**src/rtl/axil_mem_pkg.sv**
```systemverilog
// AXI-lite memory shared types

package axil_mem_pkg;

  // --------------------------------------------------------------------
  // Response codes
  // --------------------------------------------------------------------
  typedef enum logic [1:0] {
    OKAY   = 2'b00,
    SLVERR = 2'b10
  } axil_resp_e;

  // --------------------------------------------------------------------
  // Owner of the shared read path
  // --------------------------------------------------------------------
  typedef enum logic {
    GRANT_FETCH = 1'b0,
    GRANT_DATA  = 1'b1
  } axil_grant_e;

  // --------------------------------------------------------------------
  // Default geometry
  // --------------------------------------------------------------------
  // Byte address width
  localparam int AXIL_ADDR_WIDTH_DEF = 32;
  // Data bus width, power of two, 8 or more
  localparam int AXIL_DATA_WIDTH_DEF = 64;
  // Memory depth in words
  localparam int AXIL_MEM_DEPTH_DEF  = 256;

endpackage

```
**src/rtl/axil_read_arbiter.sv**
```systemverilog
// Round-robin read arbiter
`timescale 1ns/1ns

module axil_read_arbiter
  import axil_mem_pkg::*;
#(
  parameter int ADDR_WIDTH = AXIL_ADDR_WIDTH_DEF,
  parameter int DATA_WIDTH = AXIL_DATA_WIDTH_DEF
) (
  input  logic                  i_aclk,
  input  logic                  i_rst_n,
  // Master 0, instruction fetch
  input  logic                  i_m0_arvalid,
  output logic                  o_m0_arready,
  input  logic [ADDR_WIDTH-1:0] i_m0_araddr,
  output logic                  o_m0_rvalid,
  input  logic                  i_m0_rready,
  output logic [DATA_WIDTH-1:0] o_m0_rdata,
  output axil_resp_e            o_m0_rresp,
  // Master 1, load/store
  input  logic                  i_m1_arvalid,
  output logic                  o_m1_arready,
  input  logic [ADDR_WIDTH-1:0] i_m1_araddr,
  output logic                  o_m1_rvalid,
  input  logic                  i_m1_rready,
  output logic [DATA_WIDTH-1:0] o_m1_rdata,
  output axil_resp_e            o_m1_rresp,
  // Slave side
  output logic                  o_s_arvalid,
  input  logic                  i_s_arready,
  output logic [ADDR_WIDTH-1:0] o_s_araddr,
  input  logic                  i_s_rvalid,
  output logic                  o_s_rready,
  input  logic [DATA_WIDTH-1:0] i_s_rdata,
  input  axil_resp_e            i_s_rresp
);

  logic        busy;
  axil_grant_e grant;
  axil_grant_e last;
  axil_grant_e pick;
  logic        s_ar_fire;
  logic        s_r_fire;

  // --------------------------------------------------------------------
  // Selection while idle
  // --------------------------------------------------------------------
  // On a tie the master not served last wins
  always_comb begin
    if (i_m0_arvalid && i_m1_arvalid) begin
      pick = (last == GRANT_FETCH) ? GRANT_DATA : GRANT_FETCH;
    end else if (i_m1_arvalid) begin
      pick = GRANT_DATA;
    end else begin
      pick = GRANT_FETCH;
    end
  end

  assign o_s_arvalid = ~busy & (i_m0_arvalid | i_m1_arvalid);
  assign o_s_araddr  = (pick == GRANT_FETCH) ? i_m0_araddr : i_m1_araddr;

  // A master only loses ready when the other one is picked over it
  assign o_m0_arready = ~busy & i_s_arready & ~(i_m1_arvalid & (pick == GRANT_DATA));
  assign o_m1_arready = ~busy & i_s_arready & ~(i_m0_arvalid & (pick == GRANT_FETCH));

  assign s_ar_fire = o_s_arvalid & i_s_arready;
  assign s_r_fire  = i_s_rvalid & o_s_rready;

  // --------------------------------------------------------------------
  // Grant tracking
  // --------------------------------------------------------------------
  // Last served starts at data so fetch wins first after reset
  always_ff @(posedge i_aclk) begin
    if (!i_rst_n) begin
      busy  <= 1'b0;
      grant <= GRANT_FETCH;
      last  <= GRANT_DATA;
    end else if (!busy) begin
      if (s_ar_fire) begin
        busy  <= 1'b1;
        grant <= pick;
      end
    end else if (s_r_fire) begin
      busy <= 1'b0;
      last <= grant;
    end
  end

  // --------------------------------------------------------------------
  // Return path
  // --------------------------------------------------------------------
  assign o_m0_rvalid = busy & (grant == GRANT_FETCH) & i_s_rvalid;
  assign o_m1_rvalid = busy & (grant == GRANT_DATA) & i_s_rvalid;
  assign o_s_rready  = busy & ((grant == GRANT_FETCH) ? i_m0_rready : i_m1_rready);

  // Payload fans out, valid alone tells who owns it
  assign o_m0_rdata = i_s_rdata;
  assign o_m1_rdata = i_s_rdata;
  assign o_m0_rresp = i_s_rresp;
  assign o_m1_rresp = i_s_rresp;

endmodule

```
**config.mk**
```make
export PLATFORM = sky130hd
export DESIGN_NAME = axil_read_arbiter
export DESIGN_NICKNAME = d
export VERILOG_FILES = /design/src/rtl/axil_mem_pkg.sv /design/src/rtl/axil_read_arbiter.sv
export SDC_FILE = /design/constraint.sdc
export NUM_CORES = 1
export LEC_CHECK = 0
export BUFFER_PORTS_ARGS = -buffer_cell sky130_fd_sc_hd__buf_2
export CORE_AREA = 8 8 114 116
export CTS_CLUSTER_DIAMETER = 60
export CTS_CLUSTER_SIZE = 25
export DETAILED_ROUTE_END_ITERATION = 12
export DIE_AREA = 0 0 122 124
export PLACE_DENSITY = 0.6
export SLEW_MARGIN = 30
export SYNTH_ARGS = -nofsm -noshare
export SYNTH_HDL_FRONTEND = slang
export SYNTH_SLANG_ARGS = --single-unit
```
**constraint.sdc**
```tcl
create_clock -name i_aclk -period 1.7 [get_ports i_aclk]
set_input_delay 0.085 -clock i_aclk [delete_from_list [all_inputs] [get_ports i_aclk]]
set_output_delay 0.085 -clock i_aclk [all_outputs]
set_load 0.1 [all_outputs]
```
==> Word level (Yosys, flattened, before mapping) <==
Cells that the tools add are included.
{ "word_totals": {"reg_bits": 3, "input_bits": 138, "out_inout_bits": 170, "word_cells": 33} }
{ "classes": {"muxes": 8, "bitwise": 19, "reduce_logical": 3} }
{ "op_table": {"columns": ["op", "count"], "rows": [
  ["32-bit two-way mux", 1],
  ["1-bit AND", 13],
  ["1-bit two-way mux", 7],
  ["1-bit NOT", 5],
  ["2-bit AND reduction", 2],
  ["1-bit logical AND", 1],
  ["1-bit OR", 1]
]} }

==> Longest topological paths before layout <==
Gate-level depths: netlist of run 1.
{ "depth": {"ltp_word": 6, "depth_mapped": 4, "mapped_depth_nobuf": 3} }

==> Worst setup path before layout of run 1 <==
Ideal clock, no wire load.
{ "synth_timing": {"path_kind": "register to output", "startpoint": "register last", "endpoint": "output port o_m1_arready", "arrival_ns": 2.252, "t_required_ns": 1.615, "setup_slack_ns": -0.637, "stages_incl_launch_ff": 5, "path_buffers": 1, "path_cell_list": "dfxtp_1 -> a21boi_4 -> buf_8 -> inv_2 -> a21oi_1"} }
{ "synth_between": {"elab_chain_cells": 6} }
{ "synth_lines": {"columns": ["element", "line", "source"], "rows": [
  ["from (decl)", "axil_read_arbiter.sv:40", "axil_grant_e last;"],
  ["from (signal assigned)", "axil_read_arbiter.sv:85", "last <= grant;"],
  ["1-bit two-way mux", "axil_read_arbiter.sv:51", "pick = (last == GRANT_FETCH) ? GRANT_DATA : GRANT_FETCH;"],
  ["1-bit two-way mux", "axil_read_arbiter.sv:50", "if (i_m0_arvalid && i_m1_arvalid) begin"],
  ["1-bit NOT", "axil_read_arbiter.sv:64", "assign o_m1_arready = ~busy & i_s_arready & ~(i_m0_arvalid & (pick == GRANT_FETCH));"],
  ["1-bit AND", "axil_read_arbiter.sv:64", null],
  ["1-bit NOT", "axil_read_arbiter.sv:64", null],
  ["1-bit AND", "axil_read_arbiter.sv:64", null],
  ["to (decl)", "axil_read_arbiter.sv:22", "output logic o_m1_arready,"]
]} }
No other way between the ends.

==> Worst setup path after layout of run 1 <==
{ "layout_timing": {"startpoint": "register last", "endpoint": "output port o_s_araddr[30]"} }
{ "layout_between": {"elab_chain_cells": 3} }
{ "layout_lines": {"columns": ["element", "line", "source"], "rows": [
  ["1-bit two-way mux", "axil_read_arbiter.sv:51", null],
  ["1-bit two-way mux", "axil_read_arbiter.sv:50", null],
  ["32-bit two-way mux", "axil_read_arbiter.sv:60", "assign o_s_araddr = (pick == GRANT_FETCH) ? i_m0_araddr : i_m1_araddr;"],
  ["to (decl)", "axil_read_arbiter.sv:31", "output logic [ADDR_WIDTH-1:0] o_s_araddr,"]
]} }
No other way between the ends.

==> flow_summary.toml, run 1 <==
[timing]
hold_slack_ps = 78.3
period_needed_ps = 1600
relSlewSlack_pct = 67.4
final-hold-violation-count = 0
setup_viol_count_final = 0
final.setup.tns_ps = 0
tightestPinTransition_ps = 493
fin_crit_sh_pct = 93.9
fmax_mhz = 626
fin_worst_skew_ps = 0.227
finalMaxSlewViolations = 0
rsz0062_at_grt = "false"

[clocking]
numCtsBuffers = 3
path_clk_slew_ps = 30
root_buffer = "clkbuf_16"
cts_setup_buffers = 0
clk_latency_ps = 220
tritoncts = "done"
htree_levels = 1
numClockSinks = 3
cts_buffer_depth = 2
ctsResizeCount = 0
cts_hold_buf = 0

[floorplanning]
rows = 39
dieWidth_um = 122
die_height_um = 124
start_util_pct = 14.2
die_area_mm2 = 0.0151
ios = 308
core_mm2 = 0.0112

[layout]
final_cell_mix = "buf_2, buf_12, mux2_2"
finalNonFillerCells = 316
drive_above_1_share_pct = 87.9
area_growth_pct = 19.1
final_common_cell = "buf_2"
nFillCells = 1253
final_nets = 312
antenna_cells = 0

[grt]
antenna_found_initial = 0
overflow = 0
grt_start_max_net_pins = 25
grt_pass1_wl_um = 8690
grt_pass1_vias = 1181
grt_usage_pct = 7.88

[synthesis]
synth_area_mm2 = 0.00159
synth_flop_cell = "dfxtp_1"
synthSimpleGateAreaFrac_pct = 2.91
yosys.area_share.adder_pct = 0
synth.avg_cell_area_um2 = 8.24
synth-edff-count = 0
yosys_warnings = 0
ys_types = 22
synth-seq-cells = 3
syn_inst = 193
async_flop_share_pct = 0
synth-xor-area-share_pct = 0
muxShareOfSynthArea_pct = 23.3
synth_top_family_by_area = "buffers and inverters"
syn_nets = 331
synth-compound-area-share_pct = 4.33
ys_seq_area_share_pct = 3.78

[detailed_routing]
wl_per_cell_um = 21.2
vias = 1056
drtIter0Drc = 15
drcViolationCount = 0
viasPerCell = 3.34
dr.pass1.iters = 4
routed_wl_um = 6690
antenna_left = 0

[placed_design]
dp_cells = 312
dp_hpwl_um = 6220
place_congestion = 0.812
port_buffers = 109

[critical_path]
path_cells = "a21boi_4 -> buf_4 -> mux2_2 -> buf_12"
cp_max_fo = 10
worstSetupPathType = "register to output port"
start_kind = "register"
critPathSlowestCell = "mux2_2"
slowest_delay_ps = 390
required_ps = 1620
critPathArrivalTime_ps = 1510
end_kind = "output port"

[pwr]
p_per_area_mw_per_mm2 = 873
leakagePower_nw = 0.871
ir_drop_uv = 640
power_mw = 1.65

[worst_hold_path]
min_path_type = "primary input to register"

[job]
maxCapViolCount = 0

[outcome]
outcome = "completed"
[power breakdown]
| part | internal (mW) | total (mW) | switching, mW |
|---|---|---|---|
| clock network | 0.309 | 0.370 | 0.0612 |
| logic | 0.430 | 1.20 | 0.766 |
| registers | 0.0777 | 0.0874 | 0.00962 |
| total | 0.817 | 1.65 | 0.836 |
[worst paths after layout]
path / from / end / slack, ps / depth (start not counted)
max: last$_SDFFE_PN1P_ / o_s_araddr[30] / 100 / 4
min: i_rst_n / last$_SDFFE_PN1P_ / 80 / 2
max reg2reg: last$_SDFFE_PN1P_ / grant$_SDFFE_PN0P_ / 640 / 4
min reg2reg: grant$_SDFFE_PN0P_ / grant$_SDFFE_PN0P_ / 580 / 2
[cells by family after synthesis]
logic type | Yosys count
AND/OR/NAND/NOR | 10
buffers and inverters | 138
AO/OA/AOI/OAI | 9
multiplexers | 33
flip-flops | 3
[critical path, delay by kind of cell (launching register included)]
family                 cells  cell delay, ps
buffers and inverters      2             390
DFF                        1             330
muxes                      1             390
AOI/OAI and AO/OA          1             170
[metrics by stage]
| stage | util, % | area, um^2 | setup WS [ps] |
|---|---|---|---|
| after global routing | 17.0 | 1890 | 41.6 |
| after global placement | 16.2 | 1820 | 323 |
| after floorplan | - | 1600 | -14.1 |
| after detailed placement | 16.2 | 1820 | 315 |
| after CTS | 17.0 | 1890 | 82.4 |
| final | 17.0 | 1890 | 104 |
[cell type report]
class,count,area (um^2),share of cell area (%)
clock buffers,4,78.8,4.16
repair buffers,111,1070,56.4
flip-flops and latches,3,60.1,3.17
well taps,143,179,9.45
multi-input cells,52,497,26.2
inverters,3,11.3,0.594
[Yosys cell counts, types with 2 or more instances]
cell type | number | area share [%]
buf_4 | 132 | 62
mux2_2 | 32 | 23
nor2_1 | 5 | 1.2
dfxtp_1 | 3 | 3.8
a21oi_1 | 2 | 0.63
clkbuf_8 | 2 | 1.7
inv_1 | 2 | 0.47
[state kept, by name (all words and copies together) (netlist names)]
name   flops
grant      1
busy       1
last       1
[routing by layer]
layer / global-route usage (%) / wire length, um / vias up
met2: 13.5 / 3260 / 144
met4: 4.39 / 321 / 0
li1: - / - / 451
met5: 0 / 0 / -
met3: 6.21 / 1400 / 37
met1: 6.35 / 1720 / 424
(Power assumes the default switching activity.)
==> run 2: changes to the inputs <==
--- a/config.mk
+++ b/config.mk
@@ -11,7 +11,9 @@
 export CTS_CLUSTER_SIZE = 25
 export DETAILED_ROUTE_END_ITERATION = 12
 export DIE_AREA = 0 0 122 124
+export GPL_TIMING_DRIVEN = 0
 export PLACE_DENSITY = 0.6
+export SETUP_SLACK_MARGIN = 0.4
 export SLEW_MARGIN = 30
 export SYNTH_ARGS = -nofsm -noshare
 export SYNTH_HDL_FRONTEND = slang
==> run 2 against run 1 <==
  * Critical endpoint is now o_s_araddr[15]
  * Highest routed layer unchanged
  * Core utilization up 18 points
  * Maximum frequency down 1.2%
  * Sequential power up 2.4%
  * Total power up 110%
  * Via count up 97%
  * Largest cell class unchanged
  * Largest power group unchanged
  * Die area unchanged
  * Clock-buffer cell count unchanged
  * Routed wire length up 39%
==> flow_summary.toml, run 2 (synthesis results as in run 1) <==
[grt]
grt_pass1_wl_um = 12200
grt_start_max_net_pins = 11
antenna_found_initial = 0
grt_pass1_vias = 2311
grt_usage_pct = 10.3
overflow = 0

[layout]
fin_util_pct = 34.7
final_cell_mix = "buf_2, buf_4, buf_12, mux2_4"
final_common_cell = "buf_2"
top_regs = "busy: 1 flops, grant: 1 flops, last: 1 flops"
final_nets = 586
finalInstanceArea_mm2 = 0.00388
nFillCells = 1129
drive_above_1_share_pct = 96.4
antenna_cells = 0
area_growth_pct = 144

[timing]
fin_crit_sh_pct = 95.1
fmax_mhz = 619
fin_worst_skew_ps = 2.37
tightestPinTransition_ps = 498
relSlewSlack_pct = 67.0
finalMaxSlewViolations = 0
final-hold-violation-count = 0
rsz0062_at_grt = "true"
setup_viol_count_final = 0
period_needed_ps = 1620

[clocking]
root_buffer = "clkbuf_16"
clk_latency_ps = 220
tritoncts = "done"
numCtsBuffers = 3
numClockSinks = 3
cts_hold_buf = 0
htree_levels = 1
path_clk_slew_ps = 30
cts_buffer_depth = 2

[detailed_routing]
routed_wl_um = 9330
wl_per_cell_um = 15.8
antenna_left = 0
viasPerCell = 3.52
drtIter0Drc = 18
drcViolationCount = 0
vias = 2079
dr.pass1.iters = 4

[critical_path]
path_cells = "a21boi_4 -> buf_12 -> clkbuf_16 -> mux2_4 -> buf_12"
cpMostUsedCell = "buf_12"
slowest_delay_ps = 320
critPathSlowestCell = "dfxtp_2"
worstSetupPathType = "register to output port"
cp_max_fo = 7
reg2reg_to = "grant$_SDFFE_PN0P_"
start_kind = "register"
critPathArrivalTime_ps = 1530
reg2reg_slack_ps = 440
required_ps = 1620
r2r-start = "last$_SDFFE_PN1P_"
end_kind = "output port"
worst_r2r_path_depth = 6

[worst_hold_path]
hold_path_end = "last$_SDFFE_PN1P_"
min_path_type = "primary input to register"
holdPathStages = 2
hold_path_startpoint = "i_rst_n"

[placed_design]
port_buffers = 241
postPlaceCellArea_mm2 = 0.00306
place_congestion = 0.783
dp_hpwl_um = 8070

[pwr]
ir_drop_uv = 437
leakagePower_nw = 2.23
power_mw = 3.42
p_per_area_mw_per_mm2 = 882

[floorplanning]
die_height_um = 124
dieWidth_um = 122
ios = 308
die_area_mm2 = 0.0151
start_util_pct = 14.2
core_mm2 = 0.0112
rows = 39

[outcome]
outcome = "completed"

[job]
maxCapViolCount = 0
==> run 2: cell count changes in the layout (fill, tap and decap cells not counted), moves of 3 or more <==
cell / change
mux2_2: -30
buf_4: +135
clkbuf_16: +3
buf_2: +128
dfxtp_1: -3
mux2_4: +30
buf_6: +6
==> run 2: area by class of cell <==
class	instances	area, um^2	share of cell area [%]
repair buffers	250	1830	47.3
multi-input cells	52	647	16.7
inverters	3	11.3	0.290
well taps	143	179	4.61
flip-flops and latches	3	66.3	1.71
plain buffers	135	1060	27.4
clock buffers	4	78.8	2.03
==> run 2: what timing repair did <==
item / CTS / global route
setup buffers: 5 / 1
setup endpoints to repair: 37 / 36
resized for setup: 130 / 37
pin swaps: 2 / 2
gates cloned: 2 / 1
endpoints found under the hold margin: 0 / 0
==> run 2: worst max path at each step <==
| stage | from | end | slack [ps] | cells after the start |
|---|---|---|---|---|
| 2_1_floorplan | last$_SDFFE_PN1P_ | o_m1_arready | 270 | 4 |
| 3_3_place_gp | last$_SDFFE_PN1P_ | o_s_araddr[20] | -6 | 4 |
| 3_5_place_dp | last$_SDFFE_PN1P_ | o_s_araddr[15] | 10 | 4 |
| 4_1_cts | last$_SDFFE_PN1P_ | o_s_araddr[17] | 50 | 5 |
| 5_1_grt | last$_SDFFE_PN1P_ | o_s_araddr[15] | 40 | 5 |
| 6_report | last$_SDFFE_PN1P_ | o_s_araddr[15] | 80 | 5 |
==> run 2: metal layers <==
metal  GRT usage, %  share of wire, %
met3           3.99                11
met1           9.64                30
met2           20.7                58
met5              0                 0
met4           1.70              0.61
==> run 2: power by group <==
part / switching [mW] / total (mW) / internal, mW
clock network: 0.0666 / 0.376 / 0.310
logic: 2.12 / 2.95 / 0.829
registers: 0.0110 / 0.0895 / 0.0785
==> run 2: through the flow <==
stage | hold WS (ps) | worst slack (ps) | cells | TNS, ps
after detailed placement | 304 | 12.8 | 577 | 0
final | 77.0 | 83.7 | 590 | 0
after global routing | 88.0 | 41.1 | 590 | 0
after floorplan | 161 | 270 | 193 | 0
after CTS | 73.1 | 54.9 | 588 | 0
after global placement | 305 | -5.69 | 577 | -13.2
==> run 2: worst max-delay path, delay by kind of cell, from the launching register on <==
kind	cells	cell delay [ps]
AO/OA/AOI/OAI	1	150
buffers and inverters	3	490
flip-flops	1	320
multiplexers	1	320
==> run 3: changes to the inputs <==
--- a/config.mk
+++ b/config.mk
@@ -11,9 +11,10 @@
 export CTS_CLUSTER_SIZE = 25
 export DETAILED_ROUTE_END_ITERATION = 12
 export DIE_AREA = 0 0 122 124
-export GPL_TIMING_DRIVEN = 0
 export PLACE_DENSITY = 0.6
+export REMOVE_ABC_BUFFERS = 1
 export SETUP_SLACK_MARGIN = 0.4
+export SKIP_LAST_GASP = 1
 export SLEW_MARGIN = 30
 export SYNTH_ARGS = -nofsm -noshare
 export SYNTH_HDL_FRONTEND = slang
==> run 3 against run 2 <==
  * Global-route usage rose by 10 points
  * Sequential power decreased by 0.9%
  * Flip-flop and latch count unchanged
  * Maximum frequency shrank 1.4%
  * Hold slack gained 8.2 ps
  * Via count is 36% lower
  * Routed wire length increased by 78%
  * Largest cell class unchanged
==> flow_summary.toml, run 3 (synthesis results as in run 1) <==
[layout]
final_nets = 320
nFillCells = 1217
finalNonFillerCells = 324
fin_util_pct = 19.2
final_cell_mix = "buf_2, buf_12, mux2_4, mux2_2"
area_growth_pct = 34.7
final_common_cell = "buf_2"
drive_above_1_share_pct = 89.5
antenna_cells = 0
top_regs = "busy: 1 flops, grant: 1 flops, last: 1 flops"

[timing]
setup_viol_count_final = 0
period_needed_ps = 1640
tightestPinTransition_ps = 550
rsz0062_at_grt = "true"
fmax_mhz = 610
relSlewSlack_pct = 63.6
fin_crit_sh_pct = 96.4
final-hold-violation-count = 0
finalMaxSlewViolations = 0
fin_worst_skew_ps = 1.84

[outcome]
outcome = "completed"

[floorplanning]
rows = 39
die_height_um = 124
start_util_pct = 14.2
core_mm2 = 0.0112
dieWidth_um = 122
die_area_mm2 = 0.0151
ios = 308

[clocking]
path_clk_slew_ps = 30
htree_levels = 1
cts_buffer_depth = 2
clk_latency_ps = 230
tritoncts = "done"
root_buffer = "clkbuf_16"
numClockSinks = 3
numCtsBuffers = 3

[pwr]
leakagePower_nw = 1.01
p_per_area_mw_per_mm2 = 832
ir_drop_uv = 615

[critical_path]
worst_r2r_path_depth = 6
start_kind = "register"
reg2reg_slack_ps = 450
cp_max_fo = 8
path_cells = "a21boi_4 -> buf_6 -> clkbuf_16 -> mux2_2 -> buf_12"
reg2reg_to = "grant$_SDFFE_PN0P_"
critPathSlowestCell = "mux2_2"
slowest_delay_ps = 360
startpoint = "last$_SDFFE_PN1P_"
required_ps = 1620
worstSetupPathType = "register to output port"
r2r-start = "last$_SDFFE_PN1P_"
end_kind = "output port"
critPathArrivalTime_ps = 1550

[grt]
overflow = 0
grt_pass1_wl_um = 18900
antenna_found_initial = 0
grt_usage_pct = 20.3
grt_pass1_vias = 1416
grt_start_max_net_pins = 18

[detailed_routing]
antenna_left = 0
wl_per_cell_um = 51.3
drtIter0Drc = 89
viasPerCell = 4.08
routed_wl_um = 16600
dr.pass1.iters = 4
vias = 1322
drcViolationCount = 0

[worst_hold_path]
min_path_type = "primary input to register"
holdPathStages = 2
hold_path_startpoint = "i_rst_n"
hold_path_end = "last$_SDFFE_PN1P_"

[placed_design]
dp_cells = 311
port_buffers = 109
dp_hpwl_um = 14700
place_congestion = 0.863

[job]
maxCapViolCount = 0
## run 3: cell types whose count changed in the layout (fill, tap and decap cells not counted), sizes merged
| cell | delta |
|---|---|
| clkbuf | -1 |
| buf | -265 |
## run 3: worst max-delay path by stage
stage	slack [ps]	cells after the start	end
2_1_floorplan	-940	3	o_m1_arready
3_3_place_gp	320	4	o_s_araddr[18]
3_5_place_dp	260	4	o_s_araddr[8]
4_1_cts	50	5	o_s_araddr[9]
5_1_grt	30	5	o_s_araddr[1]
6_report	60	5	o_s_araddr[18]
## run 3: critical path, delay by kind of cell (launching register included)
| kind | cells | cell delay, ps |
|---|---|---|
| buffers and inverters | 3 | 480 |
| multiplexers | 1 | 360 |
| flip-flops | 1 | 320 |
| AO/OA/AOI/OAI | 1 | 160 |
## run 3: layer usage
metal	share of wire [%]	vias up	global-route usage, %
met4	3.2	4	6.40
met1	22	537	12.6
met3	30	24	29.3
met5	0.54	-	3.95
li1	-	464	-
met2	44	293	31.4
## run 3: area by class of cell
class,instances,area [um^2],area share [%]
Timing Repair Buffer,119,1240,57.8
Multi-Input combinational cell,52,567,26.5
Tap cell,143,179,8.35
Clock buffer,4,78.8,3.68
Sequential cell,3,63.8,2.98
Inverter,3,16.3,0.759
## run 3: what timing repair did
item	4_1_cts	5_1_grt
pin swaps	1	2
gates resized for setup	14	25
gates cloned	1	2
setup buffers	5	1
endpoints found under the setup margin	37	38
hold buffers	0	0
## run 3: power breakdown
part           leakage [nW]  internal [mW]  total (mW)  switching, mW
logic                 0.946          0.513        1.32          0.803
clock network        0.0382          0.310       0.379         0.0688
registers            0.0251         0.0792      0.0887        0.00944
## run 3: stage by stage
step	cell area [um^2]	setup TNS (ps)	power (mW)	hold slack, ps	worst slack, ps
2_1_floorplan	557	-1700	0.822	161	-944
3_3_place_gp	1800	0	1.28	171	318
3_5_place_dp	1800	0	1.28	171	264
4_1_cts	1980	0	1.72	81.5	53.7
5_1_grt	2140	0	1.84	111	30.2
6_report	2140	0	1.78	85.2	60.6
